## config.mk

```make
export PLATFORM = sky130hd
export DESIGN_NAME = arcade_ctrl_top
export DESIGN_NICKNAME = d
export VERILOG_FILES = /design/src/verilog/arcade_ctrl_pkg.sv /design/src/verilog/cabinet_input.sv /design/src/verilog/dip_switch_bank.sv /design/src/verilog/pll_underclock_seq.sv /design/src/verilog/color_weight_dac.sv /design/src/verilog/arcade_ctrl_top.sv
export SDC_FILE = /design/constraint.sdc
export NUM_CORES = 1
export LEC_CHECK = 0
export ABC_AREA = 1
export BUFFER_PORTS_ARGS = -buffer_cell sky130_fd_sc_hd__buf_2
export CAP_MARGIN = 20
export CELL_PAD_IN_SITES_DETAIL_PLACEMENT = 1
export CELL_PAD_IN_SITES_GLOBAL_PLACEMENT = 2
export CORE_MARGIN = 2
export CORE_UTILIZATION = 23
export CTS_CLUSTER_DIAMETER = 30
export DETAILED_ROUTE_END_ITERATION = 16
export HOLD_SLACK_MARGIN = 0.02
export PLACE_DENSITY_LB_ADDON = 0.1
export SLEW_MARGIN = 20
export SYNTH_ARGS = -nofsm -noshare
export SYNTH_HDL_FRONTEND = slang
export SYNTH_SLANG_ARGS = --single-unit
```

## constraint.sdc

```tcl
create_clock -name CLK_49M -period 1.57 [get_ports CLK_49M]
set_input_delay 0.157 -clock CLK_49M [delete_from_list [all_inputs] [get_ports CLK_49M]]
set_output_delay 0.157 -clock CLK_49M [all_outputs]
set_load 0.05 [all_outputs]
```

## src/verilog/arcade_ctrl_pkg.sv

```systemverilog
//====================
// Arcade control front end shared definitions
// Key codes, joystick bit map, download index,
// PLL management registers and colour weights
//====================
`default_nettype none

package arcade_ctrl_pkg;

	// ====================
	// Keyboard and joysticks
	// ====================

	// PS/2 event word, bit 10 toggles per event, bit 9 is pressed
	localparam int unsigned KEY_W = 11;
	localparam int unsigned JOY_W = 16;

	// Set 2 scan codes of the cabinet keys
	localparam logic [7:0] KEY_START1  = 8'h16;
	localparam logic [7:0] KEY_START2  = 8'h1E;
	localparam logic [7:0] KEY_COIN1   = 8'h2E;
	localparam logic [7:0] KEY_COIN2   = 8'h36;
	localparam logic [7:0] KEY_SERVICE = 8'h46;
	localparam logic [7:0] KEY_PAUSE   = 8'h4D;
	// Cursor keys and left ctrl
	localparam logic [7:0] KEY_UP      = 8'h75;
	localparam logic [7:0] KEY_DOWN    = 8'h72;
	localparam logic [7:0] KEY_LEFT    = 8'h6B;
	localparam logic [7:0] KEY_RIGHT   = 8'h74;
	localparam logic [7:0] KEY_FIRE    = 8'h14;

	// Joystick word bit positions
	localparam int unsigned JB_RIGHT   = 0;
	localparam int unsigned JB_LEFT    = 1;
	localparam int unsigned JB_DOWN    = 2;
	localparam int unsigned JB_UP      = 3;
	localparam int unsigned JB_FIRE_L  = 4;
	localparam int unsigned JB_FIRE_R  = 5;
	localparam int unsigned JB_FLASH   = 6;
	localparam int unsigned JB_COIN    = 7;
	localparam int unsigned JB_START1  = 8;
	localparam int unsigned JB_START2  = 9;
	localparam int unsigned JB_PAUSE   = 10;

	// ====================
	// Download stream
	// ====================
	localparam logic [7:0] DIP_INDEX    = 8'd254;
	localparam int unsigned IOCTL_ADDR_W = 25;

	// ====================
	// PLL reconfiguration port
	// ====================
	localparam int unsigned CFG_ADDR_W = 6;
	localparam int unsigned CFG_DATA_W = 32;

	// Mode, M counter and start registers
	localparam logic [CFG_ADDR_W-1:0] CFG_ADDR_MODE  = 6'd0;
	localparam logic [CFG_ADDR_W-1:0] CFG_ADDR_M     = 6'd7;
	localparam logic [CFG_ADDR_W-1:0] CFG_ADDR_START = 6'd2;

	// M counter words for native and ~1% slower pixel clock
	localparam logic [CFG_DATA_W-1:0] M_NATIVE     = 32'd3639383488;
	localparam logic [CFG_DATA_W-1:0] M_UNDERCLOCK = 32'd3268298314;

	// ====================
	// Colour resistor ladder
	// ====================
	localparam int unsigned COLOR_IN_W  = 5;
	localparam int unsigned COLOR_OUT_W = 8;

	// Index 0 is the weight of input bit 0
	localparam logic [COLOR_IN_W-1:0][COLOR_OUT_W-1:0] COLOR_WEIGHT = {
		8'h4D, 8'h40, 8'h35, 8'h24, 8'h19
	};

endpackage

`default_nettype wire

```

## src/verilog/cabinet_input.sv

```systemverilog
//====================
// Cabinet input decoder
// Turns PS/2 key events into button states and merges
// them with two joystick words into cabinet controls
//====================
`default_nettype none

module cabinet_input (
	input  logic                              CLK_49M,
	input  logic                              rst_n,
	input  logic [arcade_ctrl_pkg::KEY_W-1:0] ps2_key,
	input  logic [arcade_ctrl_pkg::JOY_W-1:0] joystick_0,
	input  logic [arcade_ctrl_pkg::JOY_W-1:0] joystick_1,
	output logic [1:0]                        coin,
	output logic [1:0]                        start_buttons,
	output logic [3:0]                        p1_joystick,
	output logic [3:0]                        p2_joystick,
	output logic                              p1_fire,
	output logic                              p2_fire,
	output logic                              service,
	output logic [1:0]                        fire_r,
	output logic [1:0]                        flash,
	output logic                              pause_req
);

	// Fields of the event word
	logic       key_pressed;
	logic [7:0] key_code;
	logic       key_event;
	logic       toggle_q;

	// Key buttons, active high
	logic btn_start1, btn_start2, btn_coin1, btn_coin2;
	logic btn_service, btn_pause;
	logic btn_up, btn_down, btn_left, btn_right, btn_fire;

	assign key_pressed = ps2_key[9];
	assign key_code    = ps2_key[7:0];
	// Any flip of bit 10 is a new event
	assign key_event   = ps2_key[10] != toggle_q;

	// ====================
	// Key event decode
	// ====================
	always_ff @(posedge CLK_49M) begin
		if (!rst_n) begin
			// Take the current toggle so release of reset is no event
			toggle_q    <= ps2_key[10];
			btn_start1  <= 1'b0;
			btn_start2  <= 1'b0;
			btn_coin1   <= 1'b0;
			btn_coin2   <= 1'b0;
			btn_service <= 1'b0;
			btn_pause   <= 1'b0;
			btn_up      <= 1'b0;
			btn_down    <= 1'b0;
			btn_left    <= 1'b0;
			btn_right   <= 1'b0;
			btn_fire    <= 1'b0;
		end else begin
			toggle_q <= ps2_key[10];
			if (key_event) begin
				// Unknown codes fall through untouched
				case (key_code)
					arcade_ctrl_pkg::KEY_START1:  btn_start1  <= key_pressed;
					arcade_ctrl_pkg::KEY_START2:  btn_start2  <= key_pressed;
					arcade_ctrl_pkg::KEY_COIN1:   btn_coin1   <= key_pressed;
					arcade_ctrl_pkg::KEY_COIN2:   btn_coin2   <= key_pressed;
					arcade_ctrl_pkg::KEY_SERVICE: btn_service <= key_pressed;
					arcade_ctrl_pkg::KEY_PAUSE:   btn_pause   <= key_pressed;
					arcade_ctrl_pkg::KEY_UP:      btn_up      <= key_pressed;
					arcade_ctrl_pkg::KEY_DOWN:    btn_down    <= key_pressed;
					arcade_ctrl_pkg::KEY_LEFT:    btn_left    <= key_pressed;
					arcade_ctrl_pkg::KEY_RIGHT:   btn_right   <= key_pressed;
					arcade_ctrl_pkg::KEY_FIRE:    btn_fire    <= key_pressed;
					default: ;
				endcase
			end
		end
	end

	// ====================
	// Joystick merge
	// ====================
	// Keyboard drives player 1 only
	assign p1_joystick = ~{btn_right | joystick_0[arcade_ctrl_pkg::JB_RIGHT],
	                       btn_left  | joystick_0[arcade_ctrl_pkg::JB_LEFT],
	                       btn_down  | joystick_0[arcade_ctrl_pkg::JB_DOWN],
	                       btn_up    | joystick_0[arcade_ctrl_pkg::JB_UP]};
	assign p2_joystick = ~{joystick_1[arcade_ctrl_pkg::JB_RIGHT],
	                       joystick_1[arcade_ctrl_pkg::JB_LEFT],
	                       joystick_1[arcade_ctrl_pkg::JB_DOWN],
	                       joystick_1[arcade_ctrl_pkg::JB_UP]};
	assign p1_fire = ~(btn_fire | joystick_0[arcade_ctrl_pkg::JB_FIRE_L]);
	assign p2_fire = ~joystick_1[arcade_ctrl_pkg::JB_FIRE_L];

	// Second fire and flash bomb stay active high
	assign fire_r = {joystick_1[arcade_ctrl_pkg::JB_FIRE_R],
	                 joystick_0[arcade_ctrl_pkg::JB_FIRE_R]};
	assign flash  = {joystick_1[arcade_ctrl_pkg::JB_FLASH],
	                 joystick_0[arcade_ctrl_pkg::JB_FLASH]};

	// Coin 2 has no pad button
	assign coin          = ~{btn_coin2, btn_coin1 | joystick_0[arcade_ctrl_pkg::JB_COIN]};
	assign start_buttons = ~{btn_start2 | joystick_0[arcade_ctrl_pkg::JB_START2],
	                         btn_start1 | joystick_0[arcade_ctrl_pkg::JB_START1]};
	assign service       = ~btn_service;
	assign pause_req     = btn_pause | joystick_0[arcade_ctrl_pkg::JB_PAUSE];

	// Buttons only move on the edge that sees a toggle change
	a_btn_hold: assert property (@(posedge CLK_49M) disable iff (!rst_n)
		!key_event |=> $stable({btn_start1, btn_start2, btn_coin1, btn_coin2,
		                        btn_service, btn_pause, btn_up, btn_down,
		                        btn_left, btn_right, btn_fire}));

endmodule

`default_nettype wire

```

## src/verilog/dip_switch_bank.sv

```systemverilog
//====================
// DIP switch bank
// Captures DIP bytes from the download stream
//====================
`default_nettype none

module dip_switch_bank #(
	parameter int unsigned DIP_BANKS = 2
) (
	input  logic                                     CLK_49M,
	input  logic                                     rst_n,
	input  logic                                     ioctl_wr,
	input  logic [7:0]                               ioctl_index,
	input  logic [arcade_ctrl_pkg::IOCTL_ADDR_W-1:0] ioctl_addr,
	input  logic [7:0]                               ioctl_dout,
	output logic [8*DIP_BANKS-1:0]                   dip_sw
);

	// Byte 0 in the low lane
	logic [DIP_BANKS-1:0][7:0] dip_q;
	logic                      dip_wr;

	// Only the DIP index is ours
	assign dip_wr = ioctl_wr && (ioctl_index == arcade_ctrl_pkg::DIP_INDEX);

	always_ff @(posedge CLK_49M) begin
		if (!rst_n) begin
			dip_q <= '0;
		end else if (dip_wr) begin
			// Addresses past the last bank match no lane
			for (int i = 0; i < DIP_BANKS; i++) begin
				if (ioctl_addr == arcade_ctrl_pkg::IOCTL_ADDR_W'(i)) begin
					dip_q[i] <= ioctl_dout;
				end
			end
		end
	end

	// Game side reads switches active low
	assign dip_sw = ~dip_q;

endmodule

`default_nettype wire

```

## src/verilog/pll_underclock_seq.sv

```systemverilog
//====================
// PLL underclock sequencer
// Switches the pixel PLL M counter between native and
// underclocked words through the management port
//====================
`default_nettype none

module pll_underclock_seq (
	input  logic                                   CLK_49M,
	input  logic                                   rst_n,
	input  logic                                   underclock_sel,
	input  logic                                   cfg_waitrequest,
	output logic                                   cfg_write,
	output logic [arcade_ctrl_pkg::CFG_ADDR_W-1:0] cfg_address,
	output logic [arcade_ctrl_pkg::CFG_DATA_W-1:0] cfg_data
);

	logic       sel_meta;
	logic       sel_sync;
	logic       sel_applied;
	logic       sel_change;
	logic [2:0] state;

	// Stable and new select value
	assign sel_change = (sel_meta == sel_sync) && (sel_sync != sel_applied);

	// ====================
	// Sync and step counter
	// ====================
	always_ff @(posedge CLK_49M) begin
		if (!rst_n) begin
			sel_meta    <= 1'b0;
			sel_sync    <= 1'b0;
			sel_applied <= 1'b0;
			state       <= 3'd0;
			cfg_write   <= 1'b0;
		end else begin
			sel_meta  <= underclock_sel;
			sel_sync  <= sel_meta;
			cfg_write <= 1'b0;
			if (sel_change) begin
				// Restart wins over a running sequence
				sel_applied <= sel_sync;
				state       <= 3'd1;
			end else if (!cfg_waitrequest) begin
				// 7 wraps to 0 and ends the run
				if (state != 3'd0) begin
					state <= state + 3'd1;
				end
				cfg_write <= (state == 3'd1) || (state == 3'd5) || (state == 3'd7);
			end
		end
	end

	// ====================
	// Write address and data
	// ====================
	always_ff @(posedge CLK_49M) begin
		if (!sel_change && !cfg_waitrequest) begin
			case (state)
				3'd1: begin
					cfg_address <= arcade_ctrl_pkg::CFG_ADDR_MODE;
					cfg_data    <= '0;
				end
				3'd5: begin
					cfg_address <= arcade_ctrl_pkg::CFG_ADDR_M;
					cfg_data    <= sel_applied ? arcade_ctrl_pkg::M_UNDERCLOCK
					                           : arcade_ctrl_pkg::M_NATIVE;
				end
				3'd7: begin
					cfg_address <= arcade_ctrl_pkg::CFG_ADDR_START;
					cfg_data    <= '0;
				end
				default: ;
			endcase
		end
	end

	// Single-cycle strobes only
	a_write_pulse: assert property (@(posedge CLK_49M) disable iff (!rst_n)
		cfg_write |=> !cfg_write);

	// A write was issued in a cycle the port was ready
	a_write_ready: assert property (@(posedge CLK_49M) disable iff (!rst_n)
		cfg_write |-> $past(!cfg_waitrequest));

endmodule

`default_nettype wire

```

## src/verilog/color_weight_dac.sv

```systemverilog
//====================
// Colour weight DAC
// Expands 5-bit RGB to 8-bit levels
// through the resistor ladder weights
//====================
`default_nettype none

module color_weight_dac (
	input  logic                                    CLK_49M,
	input  logic                                    rst_n,
	input  logic [arcade_ctrl_pkg::COLOR_IN_W-1:0]  r_in,
	input  logic [arcade_ctrl_pkg::COLOR_IN_W-1:0]  g_in,
	input  logic [arcade_ctrl_pkg::COLOR_IN_W-1:0]  b_in,
	output logic [arcade_ctrl_pkg::COLOR_OUT_W-1:0] r_out,
	output logic [arcade_ctrl_pkg::COLOR_OUT_W-1:0] g_out,
	output logic [arcade_ctrl_pkg::COLOR_OUT_W-1:0] b_out
);

	// Sum of weights over set bits, full scale is FFh
	function automatic logic [arcade_ctrl_pkg::COLOR_OUT_W-1:0] weigh(
		input logic [arcade_ctrl_pkg::COLOR_IN_W-1:0] level
	);
		logic [arcade_ctrl_pkg::COLOR_OUT_W-1:0] acc;
		acc = '0;
		for (int i = 0; i < arcade_ctrl_pkg::COLOR_IN_W; i++) begin
			if (level[i]) begin
				acc = acc + arcade_ctrl_pkg::COLOR_WEIGHT[i];
			end
		end
		return acc;
	endfunction

	// One register stage, new pixel every cycle
	always_ff @(posedge CLK_49M) begin
		if (!rst_n) begin
			r_out <= '0;
			g_out <= '0;
			b_out <= '0;
		end else begin
			r_out <= weigh(r_in);
			g_out <= weigh(g_in);
			b_out <= weigh(b_in);
		end
	end

endmodule

`default_nettype wire

```

## src/verilog/arcade_ctrl_top.sv

```systemverilog
//====================
// Arcade control front end top level
// Inputs, DIP bank, PLL sequencer and colour DAC
//====================
`default_nettype none

module arcade_ctrl_top #(
	parameter int unsigned DIP_BANKS = 2
) (
	input  logic                                      CLK_49M,
	input  logic                                      rst_n,
	// Keyboard and pads
	input  logic [arcade_ctrl_pkg::KEY_W-1:0]         ps2_key,
	input  logic [arcade_ctrl_pkg::JOY_W-1:0]         joystick_0,
	input  logic [arcade_ctrl_pkg::JOY_W-1:0]         joystick_1,
	output logic [1:0]                                coin,
	output logic [1:0]                                start_buttons,
	output logic [3:0]                                p1_joystick,
	output logic [3:0]                                p2_joystick,
	output logic                                      p1_fire,
	output logic                                      p2_fire,
	output logic                                      service,
	output logic [1:0]                                fire_r,
	output logic [1:0]                                flash,
	output logic                                      pause_req,
	// Download stream
	input  logic                                      ioctl_wr,
	input  logic [7:0]                                ioctl_index,
	input  logic [arcade_ctrl_pkg::IOCTL_ADDR_W-1:0]  ioctl_addr,
	input  logic [7:0]                                ioctl_dout,
	output logic [8*DIP_BANKS-1:0]                    dip_sw,
	// PLL management
	input  logic                                      underclock_sel,
	input  logic                                      cfg_waitrequest,
	output logic                                      cfg_write,
	output logic [arcade_ctrl_pkg::CFG_ADDR_W-1:0]    cfg_address,
	output logic [arcade_ctrl_pkg::CFG_DATA_W-1:0]    cfg_data,
	// Video colour
	input  logic [arcade_ctrl_pkg::COLOR_IN_W-1:0]    r_in,
	input  logic [arcade_ctrl_pkg::COLOR_IN_W-1:0]    g_in,
	input  logic [arcade_ctrl_pkg::COLOR_IN_W-1:0]    b_in,
	output logic [arcade_ctrl_pkg::COLOR_OUT_W-1:0]   r_out,
	output logic [arcade_ctrl_pkg::COLOR_OUT_W-1:0]   g_out,
	output logic [arcade_ctrl_pkg::COLOR_OUT_W-1:0]   b_out
);

	cabinet_input i_cabinet_input (
		.CLK_49M, .rst_n, .ps2_key, .joystick_0, .joystick_1,
		.coin, .start_buttons, .p1_joystick, .p2_joystick,
		.p1_fire, .p2_fire, .service, .fire_r, .flash, .pause_req
	);

	dip_switch_bank #(
		.DIP_BANKS(DIP_BANKS)
	) i_dip_switch_bank (
		.CLK_49M, .rst_n, .ioctl_wr, .ioctl_index, .ioctl_addr, .ioctl_dout, .dip_sw
	);

	// Management port shares the core clock
	pll_underclock_seq i_pll_underclock_seq (
		.CLK_49M, .rst_n, .underclock_sel, .cfg_waitrequest,
		.cfg_write, .cfg_address, .cfg_data
	);

	color_weight_dac i_color_weight_dac (
		.CLK_49M, .rst_n, .r_in, .g_in, .b_in, .r_out, .g_out, .b_out
	);

endmodule

`default_nettype wire

```

### Word level (Yosys, flattened, before mapping)

Cells that the tools add are included.

| word-level totals | value |
|---|---|
| bits of input ports | 104 |
| word-level logic and storage cells | 142 |
| output and inout bits | 99 |
| flip-flop bits (word level) | 97 |

| cells by class | value |
|---|---|
| equal/unequal tests | 20 |
| bitwise gates (word level) | 19 |
| muxes and demuxes | 33 |
| reduce and logical (&&, ||, !) cells | 32 |
| add/subtract/negate cells | 13 |

Operators with widths:

| kind | number |
|---|---|
| $mux 8 | 24 |
| $pmux 32 s2 | 1 |
| $add 8x6->8 const B | 6 |
| $add 8x7->8 const B | 6 |
| $eq 8x7->1 const B | 6 |
| $reduce_and 2->1 | 17 |
| $mux 29 | 1 |
| $eq 25x1->1 const B | 1 |
| $logic_not 25->1 | 1 |
| $eq 8x5->1 const B | 3 |
| $pmux 6 s3 | 1 |
| $eq 8x6->1 const B | 2 |
| $not 16->16 | 1 |
| $mux 5 | 3 |
| $or 1x1->1 | 9 |
| $eq 8x8->1 const B | 1 |
| $not 4->4 | 2 |
| $eq 3x3->1 const B | 2 |
| $reduce_bool 3->1 | 2 |
| $not 1->1 | 5 |
| $not 2->2 | 2 |
| $reduce_bool 2->1 | 2 |
| $reduce_or 2->1 | 2 |
| $add 3x1->3 const B | 1 |
| 9 further kinds | 16 |

### Depth between registers and ports, before layout

| depth | value |
|---|---|
| depth after elaboration | 13 |
| mapped depth | 11 |
| depth with buffers taken out | 11 |

### Hierarchy

A second synthesis with hierarchy kept.

| second synthesis, totals | value |
|---|---|
| cell total of the unflattened synthesis | 660 |
| area, all modules | 4,285.4 sq um |

By module, submodules not included:

| module | cells each | area each (sq um) | instances | sequential area each (sq um) |
|---|---|---|---|---|
| color_weight_dac | 209 | 1,491.4 | 1 | 480.5 |
| dip_switch_bank | 195 | 1,084.8 | 1 | 320.3 |
| cabinet_input | 156 | 863.3 | 1 | 240.2 |
| pll_underclock_seq | 100 | 845.8 | 1 | 320.3 |

### Worst setup path before layout

No wires, ideal clock.

| path | value |
|---|---|
| kind | register -> register |
| start point | register i_pll_underclock_seq.sel_applied |
| end point | register i_pll_underclock_seq.cfg_data[23] (netlist bit) (enable) |
| path slack | 137 ps |
| cell stages (with the launch flop) | 7 |
| arrival | 1,093 ps |
| library setup time | 339 ps |
| clock period less this slack | 1,433 ps |
| data required time | 1,231 ps |
| path buffers | 0 |
| cell sequence | dfxtp_1 -> inv_1 -> nor2_1 -> nand2_1 -> nand2_1 -> or2_2 -> a21oi_1 |

| on the way | value |
|---|---|
| longest elaborated chain between the ends | 5 |

RTL lines:

| what | RTL line | source |
|---|---|---|
| start, declared | pll_underclock_seq.sv:20 | `logic sel_applied;` |
| start signal, assigned | pll_underclock_seq.sv:43 | `sel_applied <= sel_sync;` |
| $ne 1x1->1 | pll_underclock_seq.sv:25 | `assign sel_change = (sel_meta == sel_sync) && (sel_sync != sel_applied);` |
| $logic_and 1x1->1 | pll_underclock_seq.sv:25 |  |
| $logic_not 1->1 | pll_underclock_seq.sv:59 | `if (!sel_change && !cfg_waitrequest) begin` |
| $logic_and 1x1->1 | pll_underclock_seq.sv:59 |  |
| $reduce_and 2->1 (no source line) | n/a |  |
| end signal, assigned | pll_underclock_seq.sv:67 | `cfg_data <= sel_applied ? arcade_ctrl_pkg::M_UNDERCLOCK` |
| end, declared | pll_underclock_seq.sv:15 | `output logic [arcade_ctrl_pkg::CFG_DATA_W-1:0] cfg_data` |

Every way passes these cells.
A chain may end at the register's enable or synchronous reset.

### Worst setup path in the final report

| path | value |
|---|---|
| start point | register i_pll_underclock_seq.sel_applied |
| end point | register i_pll_underclock_seq.cfg_data[27] (netlist bit) (enable) |

The elaborated chain is that of the path after synthesis.

==> flow_metrics.env <==
export IMPL_number_of_antenna_violations_at_the_first_check_in_global_routing=0
export IMPL_clock_skew_ps=3.379
export IMPL_arrival_ps=1510
export IMPL_seq_area_frac_synth=0.3242
export IMPL_routedWlPerCell_um=12.12
export IMPL_netlist_area_um2=4199
export IMPL_ys_warnings_count=0
export IMPL_standard_cell_core_area_um2=17960
export IMPL_max_cap_violations=0
export IMPL_cts_setup_buffers=0
export IMPL_slowest_stage="sky130_fd_sc_hd__dfxtp_1"
export IMPL_worst_path_max_fanout=4
export IMPL_max_clock_path_buffers=2
export IMPL_share_comb_of_total_power=0.248
export IMPL_gpl_final_weighted_congestion=0.7704
export IMPL_cts_made_buffers=9
export IMPL_fmax_mhz=683.5
export IMPL_drt_pre_antenna_iters=4
export IMPL_tritoncts_clock_tree="built"
export IMPL_clock_sink_count=65
export IMPL_rsz_0062_raised_after_global_routing="false"
export IMPL_die_width_um=139.1
export IMPL_power_per_cell_area_nw_per_um2=899.0
export IMPL_grt_pass1_vias=4347
export IMPL_timing_critical_path_to_type="register"
export IMPL_drc_errors=0
export IMPL_path_clk_slew_ps=60
export IMPL_synth_area_leaders="sky130_fd_sc_hd__dfxtp_1 (28%), sky130_fd_sc_hd__nand2_1 (11%), sky130_fd_sc_hd__nor2_1 (9.2%)"
export IMPL_internal_cell_power_w=0.003137
export IMPL_dp_hpwl_um=10140
export IMPL_post_synthesis_cells=629
export IMPL_synth_avg_cell_area_um2=6.676
export IMPL_setup_total_negative_slack_ps=0
export IMPL_power_share_switching=0.3470
export IMPL_io_buffer_count=165
export IMPL_syn_to_final_growth_pct=27.23
export IMPL_worstSetupStartpointType="register"
export IMPL_power_frac_clock=0.383
export IMPL_netlist_cell_type_count=32
export IMPL_pin_count=203
export IMPL_synth_edff_count=6
export IMPL_vdd_drop_max_mv=0.4484
export IMPL_synth_seq_cells=65
export IMPL_antenna_cells=0
export IMPL_result_of_the_run="finished clean"
export IMPL_detail_route_iter0_violations=99
export IMPL_max_slew_violation_count=0
export IMPL_endpoints_failing_setup=0
export IMPL_fin_nets=903
export IMPL_timing_critical_path_required_ps=1620
export IMPL_clk_root_buffer_cell="sky130_fd_sc_hd__clkbuf_16"
export IMPL_synth_top_area_share=0.2813
export IMPL_cp_cell_sequence="inv_2 -> nor2_1 -> nand2_1 -> nand2_1 -> or2_2 -> a21oi_2 -> buf_4"
export IMPL_routed_via_count=4177
export IMPL_grt_max_degree=31
export IMPL_htree_num_levels=3
export IMPL_slowest_delay_ps=330
export IMPL_drive_above_1_share=0.3060
export IMPL_p_switching_w=0.001666
export IMPL_post_synth_top_count_cell="sky130_fd_sc_hd__nand2_1"
export IMPL_hold_class="in2reg"
export IMPL_floorplan_initialDensity=0.2338
export IMPL_post_drt_via_cell_ratio=4.136
export IMPL_critPathMostFrequentCell="sky130_fd_sc_hd__nand2_1"
export IMPL_ant_nets=0
export IMPL_area_of_the_die_um2=19350
export IMPL_ys_async_sr_fraction=0
export IMPL_num_rows=49
export IMPL_synth_top_cell_by_area="sky130_fd_sc_hd__dfxtp_1"
export IMPL_globalRoute_totalOverflow=0
export IMPL_post_route_period_util=0.9318
export IMPL_synth_top_cells_by_count="sky130_fd_sc_hd__nand2_1 (127), sky130_fd_sc_hd__nor2_1 (103), sky130_fd_sc_hd__inv_1 (93)"
export IMPL_global_route_usage_total=0.1319
export IMPL_holdWs_ps=41.68
export IMPL_postRouteWirelength_um=12250
export IMPL_static_leakage_power_nw=2.732
export IMPL_die_height_um=139.1
export IMPL_grt_pass1_wl_um=21120
export IMPL_crit_type="reg2reg"
export IMPL_clock_insertion_delay_worst_skew_ps=330
export IMPL_period_minus_slack_ps=1463
export IMPL_seq_power_share=0.369
export IMPL_final_hold_vio_count=0
export IMPL_synth_top_flop_cell="sky130_fd_sc_hd__dfxtp_1"
## path summary, 6_finish.rpt
| kind | cells past startpoint | from | slack [ps] | to |
|---|---|---|---|---|
| max | 7 | i_pll_underclock_seq.sel_applied | 110 | i_pll_underclock_seq.cfg_data[27] |
| min | 3 | underclock_sel | 40 | i_pll_underclock_seq.sel_meta |
| max reg2reg | 7 | i_pll_underclock_seq.sel_applied | 110 | i_pll_underclock_seq.cfg_data[27] |
| min reg2reg | 2 | i_cabinet_input.btn_start2 | 450 | i_cabinet_input.btn_start2 |
## through the flow
step           instances  total power [W]  utilization  instance area [µm²]  setup slack [ps]
2_1_floorplan        642         0.002731            -                 4248             137.2
3_3_place_gp         993         0.002990       0.2812                 5051             70.12
3_5_place_dp         993         0.003006       0.2812                 5051             51.22
4_1_cts             1010         0.004905       0.2969                 5334             41.92
5_1_grt             1010         0.005099       0.2974                 5343             11.60
6_report            1010         0.004803       0.2974                 5343             107.0
## cells by family (layout without fill, tap and decap cells)
group	count (synthesis)	count (layout)	share of synthesized area
flip-flops	65	65	0.3242
buffers and inverters	159	298	0.1853
adder cells (fa/ha/maj)	23	23	0.06853
AO/OA/AOI/OAI	56	56	0.06853
XOR/XNOR	4	4	0.01013
AND/OR/NAND/NOR	321	321	0.3424
other	1	14	0.0008931
## worst max-delay path, delay by kind of cell (launching register included)
kind	cells	cell delay (ps)
DFF	1	330
buffers and inverters	2	220
and+or+nand+nor	4	510
AOI/OAI and AO/OA	1	110
## registers in the layout, indices dropped and copies added (netlist names), 2 cells and up
register / count
i_pll_underclock_seq.state: 3
i_color_weight_dac.g_out: 8
i_pll_underclock_seq.cfg_address: 2
i_color_weight_dac.b_out: 8
i_dip_switch_bank.dip_q: 16
i_color_weight_dac.r_out: 8
i_pll_underclock_seq.cfg_data: 4
## what timing repair did
item	in CTS	in global routing
resized for setup	0	3
hold endpoints to repair	1	0
hold buffers	1	0
endpoints found under the setup margin	0	6
## area by class of cell
class / instances / area, µm²
fill: 2364 / 12620
tap: 229 / 286.5
multi-input combinational: 418 / 2117
clock buffer: 9 / 225.2
inverter: 109 / 416.7
sequential: 65 / 1361
clock inverter: 7 / 47.55
timing repair buffer: 173 / 888.4
## power groups by stage
stage	Sequential, W	Combinational (W)	Clock, W
CTS	0.00177	0.00120	0.00193
global route	0.00178	0.00131	0.00200
detailed placement	0.00181	0.00120	0
floorplan	0.00203	0.000702	0
finish	0.00177	0.00119	0.00184
global placement	0.00181	0.00118	0
## cells in the final DEF, fill, tap and decap left out, types with 6 or more instances in the layout
master and instances:
sky130_fd_sc_hd__clkbuf_16 9, sky130_fd_sc_hd__o21ai_0 9, sky130_fd_sc_hd__o21ai_1 9, sky130_fd_sc_hd__buf_4 7, sky130_fd_sc_hd__nor3_1 6, sky130_fd_sc_hd__nand3_1 46
sky130_fd_sc_hd__a21oi_1 35, sky130_fd_sc_hd__ha_1 23, sky130_fd_sc_hd__nand3_2 7, sky130_fd_sc_hd__buf_2 165, sky130_fd_sc_hd__nand2_1 127, sky130_fd_sc_hd__conb_1 14
sky130_fd_sc_hd__nand4_1 9, sky130_fd_sc_hd__inv_1 92, sky130_fd_sc_hd__inv_2 14, sky130_fd_sc_hd__edfxtp_1 6, sky130_fd_sc_hd__nor2_1 103, sky130_fd_sc_hd__dfxtp_1 59
sky130_fd_sc_hd__nand2_2 9
## layer usage
metal | wire length [µm] | GRT usage
met2 | 5606 | 0.2186
met5 | 0 | 0
met4 | 171 | 0.04519
met1 | 5918 | 0.1712
met3 | 549 | 0.02693
Note: power is estimated with default switching activity, not from simulation.
